--- src/host_fifo_pkg.sv ---
// Host FIFO geometry package
// Chunk and cache-line shapes, ring indices and the record that the message
// sequencer hands to the write formatter
package host_fifo_pkg;

    // One chunk of the incoming stream
    localparam int CHUNK_BITS = 128;

    // Chunks in a 512-bit cache line, kept a power of two so that the
    // top bit of a chunk count flags a full line
    localparam int CHUNKS_PER_LINE = 4;

    // The ring buffer in host memory holds 2^RING_IDX_BITS lines
    localparam int RING_IDX_BITS = 6;

    typedef logic [CHUNK_BITS-1:0] chunk_t;

    // Index 0 holds the oldest chunk of the line
    typedef logic [CHUNKS_PER_LINE-1:0][CHUNK_BITS-1:0] line_t;

    // Counts 0 to CHUNKS_PER_LINE
    typedef logic [$clog2(CHUNKS_PER_LINE):0] chunk_cnt_t;

    // Wraps around the ring without extra logic
    typedef logic [RING_IDX_BITS-1:0] ring_idx_t;

    // Sized for every chunk the ring can hold
    typedef logic [RING_IDX_BITS+1:0] msg_cnt_t;

    // What the sequencer wants written in the current cycle
    typedef enum logic [1:0]
    {
        phase_idle,
        phase_data,
        phase_header,
        phase_fence
    } emit_phase_t;

    typedef struct packed
    {
        emit_phase_t phase;
        ring_idx_t   header_idx;
        ring_idx_t   data_idx;
        msg_cnt_t    msg_count;
        line_t       header_chunks;
        line_t       data_line;
    } seq_to_fmt_t;

endpackage

--- src/host_mem_pkg.sv ---
// Host memory write port package
// Request format for cache-line writes and fences toward host memory
package host_mem_pkg;

    // Address of a 64-byte line in host memory
    typedef logic [31:0] line_addr_t;

    // A write-through carries a line of data, and a fence orders all
    // earlier writes ahead of any later ones
    typedef enum logic
    {
        write_through,
        write_fence
    } write_kind_t;

    // The request held on the port until the grant
    typedef struct packed
    {
        write_kind_t          kind;
        line_addr_t           addr;
        host_fifo_pkg::line_t data;
    } host_write_t;

endpackage

--- src/chunk_line_assembler.sv ---
// Chunk line assembler
// Shifts arriving chunks into a line-sized buffer and counts them. A flush
// request rotates in padding chunks so a partial line lands in position.
`timescale 1ns/1ps

module chunk_line_assembler
(
    input  logic                      clk,
    input  logic                      resetb,

    // Incoming chunk stream
    input  host_fifo_pkg::chunk_t     tx_data,
    input  logic                      tx_enable,
    output logic                      tx_rdy,

    // Control from the message sequencer
    input  logic                      line_take,
    input  logic                      keep_last,
    input  logic                      force_flush,

    // Line state toward the message sequencer
    output host_fifo_pkg::line_t      line_data,
    output logic                      line_full,
    output logic                      not_empty,
    output host_fifo_pkg::chunk_cnt_t real_count
);

    // Slots taken in the buffer, padding included
    host_fifo_pkg::chunk_cnt_t busy_count;

    // A new chunk or a padding chunk enters the line this cycle
    logic shift_in;

    // ============================================================
    // Buffer status
    // ============================================================

    // The chunk count is a power of two, so its top bit marks a full line
    assign line_full = busy_count[$high(busy_count)];
    assign not_empty = (busy_count != '0);

    // A full line can still accept a chunk in the cycle it is taken.
    // Flushing owns the shift path, so the stream is held off meanwhile
    assign tx_rdy = (!line_full || line_take) && !force_flush;

    // Padding is only rotated in while there is room left
    assign shift_in = tx_enable || (force_flush && !line_full);

    // ============================================================
    // Line shift register
    // ============================================================

    // The newest chunk enters at the top and older ones move toward
    // index 0. A padding chunk is all zeros
    always_ff @(posedge clk)
    begin
        if (shift_in)
        begin
            for (int i = 0; i < host_fifo_pkg::CHUNKS_PER_LINE - 1; i++)
            begin
                line_data[i] <= line_data[i+1];
            end
            line_data[host_fifo_pkg::CHUNKS_PER_LINE-1] <=
                tx_enable ? tx_data : host_fifo_pkg::chunk_t'(0);
        end
    end

    // ============================================================
    // Chunk counters
    // ============================================================

    always_ff @(posedge clk)
    begin
        if (!resetb)
        begin
            busy_count <= '0;
            real_count <= '0;
        end
        else if (line_take)
        begin
            // What remains is the kept chunk plus any chunk arriving now
            busy_count <= host_fifo_pkg::chunk_cnt_t'(keep_last) +
                          host_fifo_pkg::chunk_cnt_t'(tx_enable);
            real_count <= host_fifo_pkg::chunk_cnt_t'(keep_last) +
                          host_fifo_pkg::chunk_cnt_t'(tx_enable);
        end
        else
        begin
            // Padding takes a slot but is not a real chunk
            busy_count <= busy_count + host_fifo_pkg::chunk_cnt_t'(shift_in);
            real_count <= real_count + host_fifo_pkg::chunk_cnt_t'(tx_enable);
        end
    end

    // The producer honours tx_rdy, which depends on sequencer state
    assert property (@(posedge clk) disable iff (!resetb)
        tx_enable |-> tx_rdy)
    else $error("tx_enable raised while tx_rdy low");

endmodule

--- src/message_sequencer.sv ---
// Message sequencer
// Decides where messages begin and end, tracks the header and data ring
// indices and steps through the data, header and fence writes of a message
`timescale 1ns/1ps

module message_sequencer
#(
    parameter int IDLE_BITS     = 5,
    parameter int MSG_LINE_BITS = 5
)
(
    input  logic                        clk,
    input  logic                        resetb,

    // Line state from the assembler
    input  logic                        line_full,
    input  logic                        not_empty,
    input  host_fifo_pkg::line_t        line_data,
    input  host_fifo_pkg::chunk_cnt_t   real_count,

    // Control back to the assembler
    output logic                        line_take,
    output logic                        keep_last,
    output logic                        force_flush,

    // Write side
    input  logic                        write_grant,
    output host_fifo_pkg::seq_to_fmt_t  seq,
    output host_fifo_pkg::ring_idx_t    next_write_idx
);

    typedef enum logic [2:0]
    {
        st_wait_header,
        st_wait_data,
        st_emit_data,
        st_emit_header,
        st_emit_fence
    } seq_state_t;

    seq_state_t state;

    host_fifo_pkg::ring_idx_t header_idx;
    host_fifo_pkg::ring_idx_t data_idx;
    host_fifo_pkg::msg_cnt_t  msg_count;
    host_fifo_pkg::line_t     header_chunks;
    host_fifo_pkg::line_t     data_line;

    // Close a message after a quiet spell or at the data line limit
    logic [IDLE_BITS-1:0]     idle_cycles;
    logic [MSG_LINE_BITS-1:0] active_lines;
    logic                     idle_hold;
    logic                     full_hold;
    logic                     flush_for_idle;
    logic                     flush_full_msg;

    // ============================================================
    // Flush decisions
    // ============================================================

    assign flush_for_idle = idle_cycles[IDLE_BITS-1] || idle_hold;
    assign flush_full_msg = active_lines[MSG_LINE_BITS-1] || full_hold;

    // Both flags stay up until the message fence goes out
    always_ff @(posedge clk)
    begin
        if (!resetb)
        begin
            idle_hold <= 1'b0;
            full_hold <= 1'b0;
        end
        else
        begin
            idle_hold <= flush_for_idle && (state != st_emit_fence);
            full_hold <= flush_full_msg && (state != st_emit_fence);
        end
    end

    always_ff @(posedge clk)
    begin
        if (!resetb)
        begin
            idle_cycles  <= '0;
            active_lines <= '0;
        end
        else
        begin
            // An empty buffer in wait-header means no message has started
            if (state == st_wait_header)
            begin
                idle_cycles <= not_empty ? idle_cycles + IDLE_BITS'(1) : '0;
            end
            else if ((state == st_wait_data) && !line_take)
            begin
                idle_cycles <= idle_cycles + IDLE_BITS'(1);
            end
            else
            begin
                idle_cycles <= '0;
            end

            // Granted data lines of the message now forming
            if (state == st_emit_header)
            begin
                active_lines <= '0;
            end
            else if ((state == st_emit_data) && write_grant)
            begin
                active_lines <= active_lines + MSG_LINE_BITS'(1);
            end
        end
    end

    // ============================================================
    // Assembler control
    // ============================================================

    assign line_take = line_full && !flush_full_msg &&
                       ((state == st_wait_header) || (state == st_wait_data));

    // Chunk 0 of the header carries the length, so a line of four real
    // chunks gives up its newest chunk to the next line
    assign keep_last = (state == st_wait_header) && real_count[$high(real_count)];

    assign force_flush = (state == st_wait_header) && flush_for_idle;

    // ============================================================
    // Message state machine
    // ============================================================

    always_ff @(posedge clk)
    begin
        if (!resetb)
        begin
            state      <= st_wait_header;
            header_idx <= '0;
            data_idx   <= '0;
            msg_count  <= '0;
        end
        else
        begin
            case (state)
                st_wait_header:
                begin
                    // A padded partial line also reports full
                    if (line_take)
                    begin
                        header_chunks <= line_data;
                        msg_count     <= keep_last ?
                            host_fifo_pkg::msg_cnt_t'(host_fifo_pkg::CHUNKS_PER_LINE - 1) :
                            host_fifo_pkg::msg_cnt_t'(real_count);
                        data_idx      <= data_idx + host_fifo_pkg::ring_idx_t'(1);
                        state         <= flush_for_idle ? st_emit_header : st_wait_data;
                    end
                end
                st_wait_data:
                begin
                    // Arriving data wins over the idle timeout
                    if (flush_full_msg)
                    begin
                        state <= st_emit_header;
                    end
                    else if (line_full)
                    begin
                        data_line <= line_data;
                        msg_count <= msg_count +
                            host_fifo_pkg::msg_cnt_t'(host_fifo_pkg::CHUNKS_PER_LINE);
                        state     <= st_emit_data;
                    end
                    else if (flush_for_idle)
                    begin
                        state <= st_emit_header;
                    end
                end
                st_emit_data:
                begin
                    if (write_grant)
                    begin
                        data_idx <= data_idx + host_fifo_pkg::ring_idx_t'(1);
                        state    <= flush_full_msg ? st_emit_header : st_wait_data;
                    end
                end
                st_emit_header:
                begin
                    if (write_grant)
                    begin
                        state <= st_emit_fence;
                    end
                end
                st_emit_fence:
                begin
                    // The next message starts just past the last data line
                    if (write_grant)
                    begin
                        header_idx <= data_idx;
                        state      <= st_wait_header;
                    end
                end
                default:
                begin
                    state <= st_wait_header;
                end
            endcase
        end
    end

    // ============================================================
    // Formatter record
    // ============================================================

    always_comb
    begin
        case (state)
            st_emit_data:   seq.phase = host_fifo_pkg::phase_data;
            st_emit_header: seq.phase = host_fifo_pkg::phase_header;
            st_emit_fence:  seq.phase = host_fifo_pkg::phase_fence;
            default:        seq.phase = host_fifo_pkg::phase_idle;
        endcase
        seq.header_idx    = header_idx;
        seq.data_idx      = data_idx;
        seq.msg_count     = msg_count;
        seq.header_chunks = header_chunks;
        seq.data_line     = data_line;
    end

    assign next_write_idx = header_idx;

    // The host only grants a request that the formatter raised
    assert property (@(posedge clk) disable iff (!resetb)
        write_grant |-> (seq.phase != host_fifo_pkg::phase_idle))
    else $error("write_grant while no write pending");

endmodule

--- src/line_write_formatter.sv ---
// Line write formatter
// Turns the sequencer phase into a host write request and holds writes
// back while the ring has no free line
`timescale 1ns/1ps

module line_write_formatter
(
    input  logic                        clk,
    input  logic                        resetb,
    input  host_fifo_pkg::seq_to_fmt_t  seq,
    input  host_mem_pkg::line_addr_t    ring_base,
    input  host_fifo_pkg::ring_idx_t    oldest_idx,
    input  logic                        write_grant,
    output logic                        write_req,
    output host_mem_pkg::host_write_t   write_cmd
);

    host_fifo_pkg::line_t header_line;
    logic                 ring_space;

    // The ring is full when the next data line would hit the oldest live line
    assign ring_space = (seq.data_idx + host_fifo_pkg::ring_idx_t'(1)) != oldest_idx;

    assign write_req = ring_space && (seq.phase != host_fifo_pkg::phase_idle);

    // Chunk 0 is the message length and the first three payload chunks follow
    always_comb
    begin
        header_line[0] = host_fifo_pkg::chunk_t'(seq.msg_count);
        for (int i = 1; i < host_fifo_pkg::CHUNKS_PER_LINE; i++)
        begin
            header_line[i] = seq.header_chunks[i-1];
        end
    end

    always_comb
    begin
        case (seq.phase)
            host_fifo_pkg::phase_data:
            begin
                write_cmd.kind = host_mem_pkg::write_through;
                write_cmd.addr = ring_base + host_mem_pkg::line_addr_t'(seq.data_idx);
                write_cmd.data = seq.data_line;
            end
            host_fifo_pkg::phase_header:
            begin
                write_cmd.kind = host_mem_pkg::write_through;
                write_cmd.addr = ring_base + host_mem_pkg::line_addr_t'(seq.header_idx);
                write_cmd.data = header_line;
            end
            default:
            begin
                // Fence, which carries no address
                write_cmd.kind = host_mem_pkg::write_fence;
                write_cmd.addr = '0;
                write_cmd.data = header_line;
            end
        endcase
    end

    // A pending request keeps its command until the host takes it
    assert property (@(posedge clk) disable iff (!resetb)
        (write_req && !write_grant) |=> $stable(write_cmd))
    else $error("write_cmd changed before grant");

endmodule

--- src/fifo_to_host.sv ---
// FIFO to host packer
// Packs a 128-bit chunk stream into 512-bit lines and writes them as
// messages into a ring buffer in host memory
`timescale 1ns/1ps

module fifo_to_host
#(
    parameter int IDLE_BITS     = 5,
    parameter int MSG_LINE_BITS = 5
)
(
    input  logic                       clk,
    input  logic                       resetb,

    // Chunk stream
    input  host_fifo_pkg::chunk_t      tx_data,
    input  logic                       tx_enable,
    output logic                       tx_rdy,

    // Ring placement and host progress
    input  host_mem_pkg::line_addr_t   ring_base,
    input  host_fifo_pkg::ring_idx_t   oldest_idx,
    output host_fifo_pkg::ring_idx_t   next_write_idx,

    // Host write port
    output logic                       write_req,
    output host_mem_pkg::host_write_t  write_cmd,
    input  logic                       write_grant
);

    // Assembler to sequencer
    host_fifo_pkg::line_t       line_data;
    host_fifo_pkg::chunk_cnt_t  real_count;
    logic                       line_full;
    logic                       not_empty;

    // Sequencer to assembler
    logic                       line_take;
    logic                       keep_last;
    logic                       force_flush;

    // Sequencer to formatter
    host_fifo_pkg::seq_to_fmt_t seq;

    chunk_line_assembler u_assembler
    (
        .clk         (clk),
        .resetb      (resetb),
        .tx_data     (tx_data),
        .tx_enable   (tx_enable),
        .tx_rdy      (tx_rdy),
        .line_take   (line_take),
        .keep_last   (keep_last),
        .force_flush (force_flush),
        .line_data   (line_data),
        .line_full   (line_full),
        .not_empty   (not_empty),
        .real_count  (real_count)
    );

    message_sequencer
    #(
        .IDLE_BITS     (IDLE_BITS),
        .MSG_LINE_BITS (MSG_LINE_BITS)
    )
    u_sequencer
    (
        .clk            (clk),
        .resetb         (resetb),
        .line_full      (line_full),
        .not_empty      (not_empty),
        .line_data      (line_data),
        .real_count     (real_count),
        .line_take      (line_take),
        .keep_last      (keep_last),
        .force_flush    (force_flush),
        .write_grant    (write_grant),
        .seq            (seq),
        .next_write_idx (next_write_idx)
    );

    line_write_formatter u_formatter
    (
        .clk         (clk),
        .resetb      (resetb),
        .seq         (seq),
        .ring_base   (ring_base),
        .oldest_idx  (oldest_idx),
        .write_grant (write_grant),
        .write_req   (write_req),
        .write_cmd   (write_cmd)
    );

endmodule

--- config.mk ---
export PLATFORM = sky130hd
export DESIGN_NAME = fifo_to_host
export DESIGN_NICKNAME = d
export VERILOG_FILES = /design/src/host_fifo_pkg.sv /design/src/host_mem_pkg.sv /design/src/chunk_line_assembler.sv /design/src/message_sequencer.sv /design/src/line_write_formatter.sv /design/src/fifo_to_host.sv
export SDC_FILE = /design/constraint.sdc
export NUM_CORES = 2
export LEC_CHECK = 0
export ABC_CLOCK_PERIOD_IN_PS = 38000
export BUFFER_PORTS_ARGS = -buffer_cell sky130_fd_sc_hd__buf_2
export CORE_UTILIZATION = 50
export DETAILED_ROUTE_END_ITERATION = 7
export PLACE_DENSITY_LB_ADDON = 0.08
export SYNTH_ARGS = -nofsm -noshare
export SYNTH_HDL_FRONTEND = slang
export SYNTH_SLANG_ARGS = --single-unit
--- constraint.sdc ---
create_clock -name clk -period 38 [get_ports clk]
set_clock_uncertainty 0.2 [all_clocks]
set_input_delay 7.6 -clock clk [delete_from_list [all_inputs] [get_ports clk]]
set_output_delay 7.6 -clock clk [all_outputs]
set_load 0.05 [all_outputs]
==> run_results.csv <==
group,metric,value,unit
cts,cts_root_buf,"clkbuf_16",
global_routing,grt_use_total,21.86,%
pwr,power_frac_seq,56.5,%
finish,fin_util,60.12,%
global_routing,grt_pass1_vias,26507,
setup_path,required,30200,ps
floorplanning,design.core.area,100600,um^2
global_routing,grt_max_degree,196,
timing,hold_viol,0,
yosys,synth.net_count,2756,
timing,setup_tns,0,ps
yosys,synth.cell_area,50930,um^2
timing,period_share,46.03,%
detailed_routing,wl,114700,um
detailed_routing,remaining_drc_errors,0,
detailed_routing,drt_iter0_markers,1978,
pwr,p_leak,21.64,nW
timing,holdWs,223.2,ps
cts,clkSlewWorstSetupHoldPaths,60,ps
pwr,power_per_cell_area,53.29,nW/um^2
status,status,"finished clean",
cts,cts_sinks,1449,
cts,clockBufferDepth,3,
setup_path,rr_worst_depth,6,
yosys,synth_flop_cell,"edfxtp_1",
yosys,synth_cell_types,57,
finish,regArea,43100,um^2
yosys,synthArstFlopShare,0,%
cts,htreeDepth,4,
floorplanning,die_w,321.2,um
setup_path,critPathLaunchType,"primary input",
floorplanning,floorplan.die.height,321.2,um
finish,syn2layout_area_growth,18.73,%
detailed_routing,via_per_inst,5.485,
yosys,ys_warn_count,0,
floorplanning,die-area,103100,um^2
pwr,p_sw,637.3,uW
timing,relSlewSlack,8.286,%
setup_path,crit_arrival,9690,ps
pwr,p_int,2.585,mW
finish,nets,3509,
yosys,syn_area_per_cell,19.84,um^2
cts,cts_resized,0,
place,place_hpwl,70640,um
timing,fmax,57.17,MHz
worst_hold_path,hold-path-endpoint,"u_sequencer.seq[117]",
setup_path,critPathCaptureType,"output pin",
worst_hold_path,hold_path_class,"register to register",
cts,cts-hold-fix-buffers,0,
detailed_routing,firstDrtPassIters,5,
timing,slew_violations,0,
global_routing,grt_overflow_total,0,
pwr,p_comb_share,1.7,%
yosys,synthCells,2567,
global_routing,grt_pass1_wl,168100,um
yosys,synth_seq_cells,1449,
setup_path,timing.rr.end,"u_sequencer.seq[105]",
timing,tightestPinTransition,1376,ps
setup_path,r2r_slack,33110,ps
pwr,switching_share,19.78,%
setup_path,path_max_fanout,15,
yosys,synth-seq-area-share,84.62,%
setup_path,rr_startpoint,"u_sequencer.state[1]",
finish,multi_input_area,7227,um^2
floorplanning,core.rowCount,116,
worst_hold_path,min_from,"u_assembler.line_data[117]",
place,place_inst,4531,
pwr,vdd_drop_max,48.59,uV
cts,cts_tree,"built",
cts,post-cts-setup-buffers,0,
yosys,synth_edf_count,1408,
timing,period_minus_slack,17490,ps
detailed_routing,avgRoutedWirePerCell,23.94,um
place,portBuffers,722,
finish,drive_above_1_share,28.47,%
floorplanning,initial_utilization,50.64,%
place,gp_congestion,0.8133,
timing,rsz0062_at_grt,"no",
setup_path,setup.worst_path.class,"primary input to output pin",
global_routing,antenna_found_initial,21,
timing,setup_viol,0,
detailed_routing,ant_nets,0,
cts,numCtsBuffers,144,
finish,fin_cells,4792,
detailed_routing,vias,26286,
job,maxCapViolCount,0,
finish,fill_cells,7472,
worst_hold_path,holdPathStages,0,
floorplanning,ios,723,
cts,insertion_delay,730,ps
pwr,pwr-share-clk,41.8,%
-- worst max-delay path: stages --
cell and delay, ps:
buf_2 120, ha_1 330, a211oi_1 430, o21ba_1 580, o21ai_0 190, a21oi_1 150, buf_2 290
-- registers in the layout, indices dropped and copies added, names as in the netlist --
name	flops
u_sequencer.idle_cycles	5
u_sequencer.seq	896
u_assembler.busy_count	3
u_sequencer.state	3
u_sequencer.idle_hold	1
u_sequencer.data_idx	6
u_sequencer.msg_count	8
u_sequencer.full_hold	1
u_assembler.real_count	3
u_assembler.line_data	512
u_sequencer.next_write_idx	6
u_sequencer.active_lines	5
-- cells by family after synthesis --
logic type,count (synthesis),synth area share [%]
compound gates,480,7.819
xor+xnor,27,0.4643
fa+ha+maj,19,0.4815
buf+inv,152,1.260
flops,1449,84.62
mux,21,0.4299
simple gates,419,4.923
-- final cells by class --
| class | instances | share of cell area, % |
|---|---|---|
| Antenna cell | 3 | 0.01241 |
| Multi-Input combinational cell | 966 | 11.95 |
| Inverter | 9 | 0.05586 |
| Clock inverter | 80 | 1.086 |
| Sequential cell | 1449 | 71.27 |
| Tap cell | 1357 | 2.808 |
| Timing Repair Buffer | 750 | 6.451 |
| Clock buffer | 178 | 6.362 |
-- per-layer routing --
metal | GRT usage (%) | wire, um | vias up
li1 | - | - | 11734
met3 | 7.757 | 9709 | 255
met5 | 0 | 102 | -
met2 | 36.04 | 56950 | 905
met4 | 7.450 | 3571 | 18
met1 | 26.79 | 44380 | 13374
-- worst max path at each step --
stage / startpoint / endpoint
after floorplan: resetb / u_sequencer.seq[0]
after global placement: ring_base[5] / write_cmd[541]
after detailed placement: ring_base[1] / write_cmd[521]
after CTS: ring_base[1] / write_cmd[521]
after global routing: ring_base[1] / write_cmd[527]
final: ring_base[1] / write_cmd[527]
-- metrics by stage --
| stage | worst slack (ps) | power, mW | instance area [um^2] |
|---|---|---|---|
| floorplan | 7299 | 1.901 | 50930 |
| global placement | 20660 | 1.903 | 55960 |
| detailed placement | 20580 | 1.910 | 55960 |
| CTS | 20580 | 3.257 | 60470 |
| global route | 20350 | 3.319 | 60470 |
| finish | 20510 | 3.222 | 60470 |
-- placed cells by master, fill, tap and decap left out, drive strengths merged, types with 3 or more instances in the layout --
cell,synthesis,layout
buf,47,750
nor2,40,40
clkbuf,96,178
a22o,392,392
nor2b,3,3
a21oi,38,38
diode,0,3
ha,18,18
mux2,7,7
o21ai,12,12
nand2,31,31
nor3b,3,3
and4,5,5
nor3,8,8
o31ai,17,17
clkinvlp,0,9
inv,9,16
xnor2,14,14
xor2,13,13
mux2i,14,14
bufinv,0,7
and2,256,256
o211ai,3,3
dfxtp,41,41
or4,17,17
or3,8,8
edfxtp,1408,1408
nand3,18,18
a31oi,5,5
or2,10,10
clkinv,0,57
nand4,9,9
-- power by group through the flow --
| stage | clock network [mW] | logic [mW] | registers (mW) |
|---|---|---|---|
| 3_5_place_dp | 0 | 0.0554 | 1.85 |
| 6_report | 1.35 | 0.0547 | 1.82 |
| 4_1_cts | 1.38 | 0.0556 | 1.82 |
| 3_3_place_gp | 0 | 0.0540 | 1.85 |
| 5_1_grt | 1.44 | 0.0590 | 1.82 |
| 2_1_floorplan | 0 | 0.0309 | 1.87 |
-- synthesized netlist by cell type (all sizes together), types with 2 or more instances --
master	instances	area (um^2)
mux2i	14	140.1
o211ai	3	22.52
mux2	7	78.83
or4	17	127.6
and2	256	1603
a31oi	5	31.28
and3	2	12.51
nor2b	3	18.77
nor3	8	45.04
ha	18	225.2
nand3	18	102.6
a21oi	38	193.9
or3	8	50.05
a22o	392	3433
o31ai	17	127.6
or2	10	62.56
nand2	31	116.4
o21bai	2	15.01
xnor2	14	122.6
buf	47	247.7
dfxtp	41	820.8
a21o	2	15.01
o21ai	12	60.06
nor4b	2	30.03
nor4	2	12.51
nand4	9	56.30
and4	5	43.79
or3b	2	17.52
inv	9	33.78
xor2	13	113.9
nor3b	3	22.52
o2111a	2	23.77
edfxtp	1408	42280
nor2	40	157.6
clkbuf	96	360.4
Note: power is estimated with default switching activity, not from simulation.
